## config.mk

```make
export PLATFORM = sky130hd
export DESIGN_NAME = mdu_div_top
export DESIGN_NICKNAME = d
export VERILOG_FILES = /design/src/mdu_pkg.sv /design/src/mdu_div_top.sv /design/src/mdu_div_resp.sv /design/src/mdu_div_iter.sv /design/src/mdu_div_req.sv
export VERILOG_INCLUDE_DIRS = /design/src /design/src/src
export SDC_FILE = /design/constraint.sdc
export NUM_CORES = 1
export LEC_CHECK = 0
export BUFFER_PORTS_ARGS = -buffer_cell sky130_fd_sc_hd__buf_2
export CAP_MARGIN = 20
export CORE_ASPECT_RATIO = 0.8
export CORE_MARGIN = 1
export CORE_UTILIZATION = 65
export DETAILED_ROUTE_END_ITERATION = 8
export GPL_ROUTABILITY_DRIVEN = 1
export PLACE_DENSITY = 0.84
export SETUP_SLACK_MARGIN = 0.5
export SYNTH_ARGS = -nofsm -noshare
export SYNTH_HDL_FRONTEND = slang
export SYNTH_SLANG_ARGS = --single-unit
```

## constraint.sdc

```tcl
create_clock -name clk -period 23 [get_ports clk]
set_input_delay 0 -clock clk [delete_from_list [all_inputs] [get_ports clk]]
set_output_delay 0 -clock clk [all_outputs]
set_load 0.01 [all_outputs]
```

## src/mdu_cfg.svh

```systemverilog
/*
 * Build constants for the integer divide unit.
 * Include wherever the data width or the divider step count is needed.
 */
`ifndef MDU_CFG_SVH
`define MDU_CFG_SVH

// Operand and result width, fixed by the divider step arithmetic
`define MDU_XLEN 32

// Compute cycles in the divider, two quotient bits per cycle
`define MDU_DIV_CYCLES 16

`endif
```

## src/mdu_pkg.sv

```systemverilog
/*
 * Shared types of the integer divide unit: widths, function codes,
 * the structs passed between blocks and the divider controller states.
 */
`default_nettype none

`include "mdu_cfg.svh"

package mdu_pkg;

    // Operand or result word
    typedef logic [`MDU_XLEN-1:0] xlen_t;

    // Operand with a sign tag on top, set for a negative value
    typedef logic [`MDU_XLEN:0] sxlen_t;

    // Function code, bit 1 picks remainder, bit 0 picks unsigned
    typedef logic [1:0] div_func_t;

    localparam div_func_t DIV  = 2'd0;
    localparam div_func_t DIVU = 2'd1;
    localparam div_func_t REM  = 2'd2;
    localparam div_func_t REMU = 2'd3;

    // Request as seen at the unit boundary
    typedef struct packed {
        div_func_t func;
        xlen_t     rs1;
        xlen_t     rs2;
    } div_req_s;

    // Sign-tagged operands handed to the divider
    typedef struct packed {
        sxlen_t dividend;
        sxlen_t divisor;
    } div_opnd_s;

    // Sign-corrected divider result
    typedef struct packed {
        xlen_t quotient;
        xlen_t remainder;
    } div_res_s;

    // Divider controller
    typedef enum logic [1:0] {
        WAIT_CMD,
        WAIT_COMP,
        WAIT_DONE,
        WAIT_EXIT
    } div_state_e;

endpackage

`default_nettype wire

```

## src/mdu_div_top.sv

```systemverilog
/*
 * Top level of the integer divide unit.
 * Request strobe in, result strobe out, one division in flight.
 */
`default_nettype none

module mdu_div_top (
    input  wire logic                clk,
    input  wire logic                rstn,
    input  wire logic                req_valid,
    input  wire mdu_pkg::div_req_s   req,
    output logic                     busy,
    output logic                     res_valid,
    output mdu_pkg::xlen_t           res_data
);
    import mdu_pkg::*;

    // Input side to divider
    logic      opnd_valid;
    div_opnd_s opnd;
    div_func_t func;

    // Divider and output side handshake
    logic      div_rdy;
    logic      div_done;
    div_res_s  res;

    ////////////////////////////////////////////////////////////////////////////
    // Blocks
    ////////////////////////////////////////////////////////////////////////////

    mdu_div_req mdu_div_req_inst (
        .clk        (clk),
        .rstn       (rstn),
        .req_valid  (req_valid),
        .req        (req),
        .res_valid  (res_valid),
        .busy       (busy),
        .opnd_valid (opnd_valid),
        .opnd       (opnd),
        .func       (func)
    );

    mdu_div_iter mdu_div_iter_inst (
        .clk        (clk),
        .rstn       (rstn),
        .opnd_valid (opnd_valid),
        .opnd       (opnd),
        .div_done   (div_done),
        .div_rdy    (div_rdy),
        .res        (res)
    );

    mdu_div_resp mdu_div_resp_inst (
        .clk        (clk),
        .rstn       (rstn),
        .div_rdy    (div_rdy),
        .res        (res),
        .func       (func),
        .div_done   (div_done),
        .res_valid  (res_valid),
        .res_data   (res_data)
    );

endmodule

`default_nettype wire

```

## src/mdu_div_resp.sv

```systemverilog
/*
 * Result side of the divide unit. Picks quotient or remainder,
 * drives the one-cycle result strobe and acknowledges the divider.
 */
`default_nettype none

module mdu_div_resp (
    input  wire logic                clk,
    input  wire logic                rstn,
    input  wire logic                div_rdy,
    input  wire mdu_pkg::div_res_s   res,
    input  wire mdu_pkg::div_func_t  func,
    output logic                     div_done,
    output logic                     res_valid,
    output mdu_pkg::xlen_t           res_data
);
    import mdu_pkg::*;

    logic div_rdy_q;
    logic rdy_rise;
    logic sel_rem;

    // Exactly one strobe per result, even if div_rdy were to stretch
    assign rdy_rise = div_rdy && !div_rdy_q;

    // REM and REMU return the remainder
    assign sel_rem = (func == REM) || (func == REMU);

    always_ff @(posedge clk or negedge rstn) begin
        if (!rstn) begin
            div_rdy_q <= 1'b0;
            res_valid <= 1'b0;
        end else begin
            div_rdy_q <= div_rdy;
            res_valid <= rdy_rise;
        end
    end

    // Result word, valid only alongside res_valid
    always_ff @(posedge clk) begin
        if (rdy_rise) begin
            res_data <= sel_rem ? res.remainder : res.quotient;
        end
    end

    // Divider released in the same cycle the result leaves the unit
    assign div_done = res_valid;

endmodule

`default_nettype wire

```

## src/mdu_div_iter.sv

```systemverilog
/*
 * Iterative radix-4 divider with a four-state controller.
 * Works on magnitudes, two quotient bits per cycle, then fixes the signs.
 * Result holds with div_rdy until the output side returns div_done.
 */
`default_nettype none

`include "mdu_cfg.svh"

module mdu_div_iter (
    input  wire logic                clk,
    input  wire logic                rstn,
    input  wire logic                opnd_valid,
    input  wire mdu_pkg::div_opnd_s  opnd,
    input  wire logic                div_done,
    output logic                     div_rdy,
    output mdu_pkg::div_res_s        res
);
    import mdu_pkg::*;

    localparam int cnt_w = $clog2(`MDU_DIV_CYCLES);
    localparam int sh_w  = $clog2(2 * `MDU_XLEN);
    localparam logic [cnt_w-1:0] last_cycle = cnt_w'(`MDU_DIV_CYCLES - 1);

    div_state_e                 state;
    div_state_e                 state_nxt;
    logic [cnt_w-1:0]           cycle;
    logic [cnt_w-1:0]           cycle_nxt;
    logic                       rdy_nxt;
    logic                       div_by_zero;

    // Operand magnitudes
    xlen_t                      src1;
    xlen_t                      src2;

    // Datapath of one step
    logic [sh_w-1:0]            shamt0;
    logic [sh_w-1:0]            shamt1;
    logic [2*`MDU_XLEN-1:0]     cmp0;
    logic [2*`MDU_XLEN-1:0]     cmp1;
    logic [`MDU_XLEN:0]         sub0;
    logic [`MDU_XLEN:0]         sub1;
    logic                       div0;
    logic                       div1;
    xlen_t                      rem0;
    xlen_t                      rem1;
    xlen_t                      rem2;

    // Two's complement magnitude of a sign-tagged operand
    function automatic xlen_t magnitude(input sxlen_t v);
        return v[`MDU_XLEN] ? xlen_t'(~v[`MDU_XLEN-1:0] + 1'b1) : v[`MDU_XLEN-1:0];
    endfunction

    assign div_by_zero = (opnd.divisor[`MDU_XLEN-1:0] == '0);

    ////////////////////////////////////////////////////////////////////////////
    // Radix-4 step
    ////////////////////////////////////////////////////////////////////////////

    // Divisor shifted to the bit pair worked on, top pair first
    assign shamt0 = sh_w'({last_cycle - cycle, 1'b0});
    assign shamt1 = shamt0 + 1'b1;
    assign cmp1   = {{`MDU_XLEN{1'b0}}, src2} << shamt1;
    assign cmp0   = {{`MDU_XLEN{1'b0}}, src2} << shamt0;

    // First step starts from the dividend magnitude
    assign rem2 = (cycle != '0) ? res.remainder : src1;

    // Upper quotient bit, no subtract if shifted divisor spills over
    assign sub1 = {1'b0, rem2} - {1'b0, cmp1[`MDU_XLEN-1:0]};
    assign div1 = (|cmp1[2*`MDU_XLEN-1:`MDU_XLEN]) ? 1'b0 : !sub1[`MDU_XLEN];
    assign rem1 = div1 ? sub1[`MDU_XLEN-1:0] : rem2;

    // Lower quotient bit from the partial remainder
    assign sub0 = {1'b0, rem1} - {1'b0, cmp0[`MDU_XLEN-1:0]};
    assign div0 = (|cmp0[2*`MDU_XLEN-1:`MDU_XLEN]) ? 1'b0 : !sub0[`MDU_XLEN];
    assign rem0 = div0 ? sub0[`MDU_XLEN-1:0] : rem1;

    ////////////////////////////////////////////////////////////////////////////
    // Controller
    ////////////////////////////////////////////////////////////////////////////

    always_comb begin
        state_nxt = state;
        cycle_nxt = cycle;
        rdy_nxt   = 1'b0;
        case (state)
            WAIT_CMD: begin
                // Zero divisor goes straight to the fix-up state
                if (opnd_valid) begin
                    cycle_nxt = '0;
                    state_nxt = div_by_zero ? WAIT_DONE : WAIT_COMP;
                end
            end
            WAIT_COMP: begin
                cycle_nxt = cycle + 1'b1;
                if (cycle == last_cycle) begin
                    state_nxt = WAIT_DONE;
                end
            end
            WAIT_DONE: begin
                rdy_nxt   = 1'b1;
                state_nxt = WAIT_EXIT;
            end
            WAIT_EXIT: begin
                // Hold the result until the output side has taken it
                if (div_done) begin
                    state_nxt = WAIT_CMD;
                end
            end
            default: state_nxt = WAIT_CMD;
        endcase
    end

    always_ff @(posedge clk or negedge rstn) begin
        if (!rstn) begin
            state   <= WAIT_CMD;
            cycle   <= '0;
            div_rdy <= 1'b0;
        end else begin
            state   <= state_nxt;
            cycle   <= cycle_nxt;
            div_rdy <= rdy_nxt;
        end
    end

    ////////////////////////////////////////////////////////////////////////////
    // Operand and result registers
    ////////////////////////////////////////////////////////////////////////////

    always_ff @(posedge clk) begin
        case (state)
            WAIT_CMD: begin
                if (opnd_valid) begin
                    src1 <= magnitude(opnd.dividend);
                    src2 <= magnitude(opnd.divisor);
                end
            end
            WAIT_COMP: begin
                // Quotient bits shift in from the bottom, MSB pair first
                res.quotient  <= {res.quotient[`MDU_XLEN-3:0], div1, div0};
                res.remainder <= rem0;
            end
            WAIT_DONE: begin
                if (div_by_zero) begin
                    res.quotient  <= '1;
                    res.remainder <= opnd.dividend[`MDU_XLEN-1:0];
                end else begin
                    // Quotient negative when operand signs differ
                    if (opnd.dividend[`MDU_XLEN] ^ opnd.divisor[`MDU_XLEN]) begin
                        res.quotient <= ~res.quotient + 1'b1;
                    end
                    // Remainder follows the dividend sign
                    if (opnd.dividend[`MDU_XLEN]) begin
                        res.remainder <= ~res.remainder + 1'b1;
                    end
                end
            end
            default: ;
        endcase
    end

endmodule

`default_nettype wire

```

## src/mdu_div_req.sv

```systemverilog
/*
 * Request capture for the divide unit. Accepts one strobe while idle,
 * builds the 33-bit operands and holds busy until the result strobe.
 */
`default_nettype none

module mdu_div_req (
    input  wire logic                clk,
    input  wire logic                rstn,
    input  wire logic                req_valid,
    input  wire mdu_pkg::div_req_s   req,
    input  wire logic                res_valid,
    output logic                     busy,
    output logic                     opnd_valid,
    output mdu_pkg::div_opnd_s       opnd,
    output mdu_pkg::div_func_t       func
);
    import mdu_pkg::*;

    logic accept;
    logic is_signed;

    // A strobe during a running division is dropped
    assign accept = req_valid && !busy;

    // DIV and REM work on two's complement operands
    assign is_signed = (req.func == DIV) || (req.func == REM);

    ////////////////////////////////////////////////////////////////////////////
    // Control flags
    ////////////////////////////////////////////////////////////////////////////

    always_ff @(posedge clk or negedge rstn) begin
        if (!rstn) begin
            busy       <= 1'b0;
            opnd_valid <= 1'b0;
        end else begin
            // One-cycle start pulse to the divider
            opnd_valid <= accept;
            // Busy window runs from acceptance up to the result strobe
            if (accept) begin
                busy <= 1'b1;
            end else if (res_valid) begin
                busy <= 1'b0;
            end
        end
    end

    ////////////////////////////////////////////////////////////////////////////
    // Operand capture
    ////////////////////////////////////////////////////////////////////////////

    // Held until the next accepted request, divider reads it freely
    always_ff @(posedge clk) begin
        if (accept) begin
            func <= req.func;
            // Sign bit copied into the tag for signed, zero otherwise
            opnd.dividend <= {is_signed & req.rs1[$bits(xlen_t)-1], req.rs1};
            opnd.divisor  <= {is_signed & req.rs2[$bits(xlen_t)-1], req.rs2};
        end
    end

endmodule

`default_nettype wire

```

==> results.sh <==
export IMPL_cts_buffers=24
export IMPL_leakage_nw=6.92
export IMPL_clockBufferDepth=3
export IMPL_seqPwrFrac_pct=28.9
export IMPL_r2r_cells=27
export IMPL_p_sw_share_pct=45.0
export IMPL_design_area_mm2=0.0191
export IMPL_n_fill_cell=1727
export IMPL_holdPathStages=2
export IMPL_synth_cells=1690
export IMPL_finalCoreUtilization_pct=75.2
export IMPL_ir_worst_vdd_mv=0.0893
export IMPL_tightest_slew_ps=1110
export IMPL_drc=0
export IMPL_reg2reg_to="mdu_div_iter_inst.res[29]$_DFFE_PP_"
export IMPL_cts_max_level=1
export IMPL_cts_resized=0
export IMPL_place_area_mm2=0.0177
export IMPL_root_buffer="clkbuf_16"
export IMPL_gp_congestion=0.977
export IMPL_finClkSkew_ps=15.2
export IMPL_hold_start="req[25]"
export IMPL_grt_max_degree=72
export IMPL_start_kind="register"
export IMPL_vias_per_cell=6.69
export IMPL_start_util_pct=66.5
export IMPL_layout_common_cells="edfxtp_1, nand2_1, nor2_1"
export IMPL_grt_pass1_vias=13900
export IMPL_core_mm2=0.0254
export IMPL_critPathRequiredTime_ps=23300
export IMPL_drive_above_1_share_pct=15.0
export IMPL_slew_violations=0
export IMPL_ys_seq_elements=238
export IMPL_fin_nets=1962
export IMPL_routed_wirelength_mm=48.7
export IMPL_syn_nets=1833
export IMPL_tritoncts="built"
export IMPL_setup_viol=0
export IMPL_p_clk_share_pct=13.4
export IMPL_max_cap_viol_count=0
export IMPL_grt_pass1_wl_mm=76.0
export IMPL_grt_overflow=0
export IMPL_final_common_cell="edfxtp_1"
export IMPL_synth_edff_count=227
export IMPL_async_reset_ff_share_pct=4.62
export IMPL_clk_latency_ps=550
export IMPL_rsz0062_at_grt="no"
export IMPL_drt_first_iter_violations=1757
export IMPL_setup_tns_final_ps=0
export IMPL_intPower_mw=1.59
export IMPL_dp_hpwl_mm=33.9
export IMPL_rows=52
export IMPL_period_share_pct=39.6
export IMPL_ys_seq_area_share_pct=41.9
export IMPL_dieWidth_um=182
export IMPL_syn_cell_area_mm2=0.0169
export IMPL_antenna_left=0
export IMPL_die_y_um=146
export IMPL_power_per_cell_area_mw_per_mm2=151
export IMPL_antenna_cells=0
export IMPL_antenna_found_initial=0
export IMPL_max_freq_mhz=110
export IMPL_io_pins=103
export IMPL_die_area_mm2=0.0267
export IMPL_avgSynthCellArea_um2=10.0
export IMPL_crit_fanout=52
export IMPL_period_needed_ps=9100
export IMPL_io_buffers=102
export IMPL_vias=14600
export IMPL_slew_headroom_pct=26.0
export IMPL_worstPathArrival_ps=9400
export IMPL_comb_power_share_pct=57.7
export IMPL_hold_viol_final=0
export IMPL_dr_pass1_iters=6
export IMPL_synth_ff_type="edfxtp_1"
export IMPL_yosysWarningCount=0
export IMPL_grt_usage_pct=36.5
export IMPL_post_drt_wl_per_cell_um=22.3
export IMPL_areaGrowthSynthToFinish_pct=13.1
export IMPL_switchingPower_mw=1.30
export IMPL_holdPathEnd="mdu_div_req_inst.opnd[25]$_DFFE_PP_"
export IMPL_status="finished clean"
export IMPL_ys_types=73
export IMPL_reg2reg_from="mdu_div_iter_inst.cycle[0]$_DFFE_PN0P_"
export IMPL_end_kind="register"
export IMPL_clk_pin_slew_worst_paths_ps=70
export IMPL_crit_type="reg -> reg"
export IMPL_worst_hold_path_type="in -> reg"
export IMPL_cts_sinks=238
export IMPL_r2r_setup_slack_ps=13900
==> sequential cells by signal, summed over array words and instances, names as in the netlist <==
signal,count
mdu_div_resp_inst.res_data,32
mdu_div_req_inst.opnd_valid,1
mdu_div_iter_inst.src2,32
mdu_div_iter_inst.cycle,4
mdu_div_resp_inst.div_rdy_q,1
mdu_div_iter_inst.state,2
mdu_div_req_inst.busy,1
mdu_div_resp_inst.div_done,1
mdu_div_iter_inst.res,64
mdu_div_iter_inst.div_rdy,1
mdu_div_req_inst.opnd,66
mdu_div_iter_inst.src1,32
mdu_div_req_inst.func,1
==> cell type report <==
class | count | area (µm²) | share of cell area, %
Tap cell | 351 | 439 | 2.30
Clock inverter | 4 | 45.0 | 0.235
Timing Repair Buffer | 187 | 1340 | 7.00
Inverter | 43 | 161 | 0.844
Sequential cell | 238 | 7090 | 37.1
Multi-Input combinational cell | 1325 | 9350 | 48.9
Clock buffer | 38 | 704 | 3.68
==> worst max-delay path: stages, from the launching register on <==
cell,delay (ps)
dfrtp_2,340
buf_4,570
inv_1,220
ha_1,250
and3_1,140
buf_4,300
mux2_2,360
ha_1,400
and3_1,240
and2_1,160
nand3_1,80
nor4b_1,660
o21ai_0,250
a2111oi_0,520
o211a_1,240
buf_4,420
mux2_2,410
ha_1,330
o211ai_1,180
a21oi_1,90
o41ai_1,730
a21o_1,290
o41a_1,240
o31ai_1,140
o221ai_4,170
buf_4,480
nand2_1,230
o221a_2,340
==> stage by stage <==
step | hold WS, ps | std cells | worst slack (ps) | power [mW]
3_3_place_gp | -111 | 2075 | 14450 | 2.38
6_report | 165 | 2186 | 13900 | 2.89
2_1_floorplan | -296 | 1690 | 15010 | 2.02
3_5_place_dp | -107 | 2075 | 14130 | 2.43
4_1_cts | 149 | 2185 | 14110 | 2.84
5_1_grt | 159 | 2186 | 13220 | 3.06
==> cell families (layout without fill, tap and decap cells) <==
kind of cell	Yosys count	count (layout)	synth area share, %
simple gates	497	497	13.9
compound gates	448	448	17.0
flops	238	238	41.9
xor+xnor	164	164	8.49
mux	142	142	10.1
buf+inv	127	272	3.12
fa+ha+maj	74	74	5.52
==> synth_stat cells (30+ instances only) <==
master,count,area [µm²]
edfxtp_1,227,6820
nand2_1,161,604
nor2_1,131,492
xnor2_1,118,1030
o21ai_0,108,541
a21oi_1,106,531
mux2_2,89,1000
ha_1,73,913
clkbuf_1,55,206
xor2_1,46,403
inv_1,40,150
mux2i_1,39,390
nor3_1,32,160
nand3_1,30,150
==> worst max path at each step <==
stage,startpoint,cells after the start,slack (ps),to
floorplan,mdu_div_iter_inst.cycle[0]$_DFFE_PN0P_,32,15010,mdu_div_iter_inst.res[26]$_DFFE_PP_
global placement,mdu_div_iter_inst.cycle[0]$_DFFE_PN0P_,28,14450,mdu_div_iter_inst.res[22]$_DFFE_PP_
detailed placement,mdu_div_iter_inst.cycle[0]$_DFFE_PN0P_,28,14130,mdu_div_iter_inst.res[29]$_DFFE_PP_
CTS,mdu_div_iter_inst.cycle[0]$_DFFE_PN0P_,28,14110,mdu_div_iter_inst.res[21]$_DFFE_PP_
global route,mdu_div_iter_inst.cycle[0]$_DFFE_PN0P_,28,13220,mdu_div_iter_inst.res[22]$_DFFE_PP_
finish,mdu_div_iter_inst.cycle[0]$_DFFE_PN0P_,27,13900,mdu_div_iter_inst.res[29]$_DFFE_PP_
==> per-layer routing <==
metal / share of wire (%) / track usage, % / up-vias
li1: - / - / 6608
met1: 41 / 51.6 / 6972
met2: 45 / 56.9 / 906
met3: 11 / 6.46 / 133
met4: 3.2 / 12.4 / 0
met5: 0 / 0 / -
==> timing repair <==
item / CTS / global route
endpoints found under the hold margin: 78 / 0
setup buffers: 0 / 0
hold buffers: 68 / 0
==> power groups by stage <==
stage | clock, mW | combinational (mW) | sequential [mW]
after detailed placement | 0 | 1.59 | 0.833
after floorplan | 0 | 1.24 | 0.776
after global routing | 0.403 | 1.81 | 0.846
after CTS | 0.387 | 1.62 | 0.827
after global placement | 0 | 1.55 | 0.826
final | 0.388 | 1.67 | 0.834
Power figures use the tool's default switching activity.
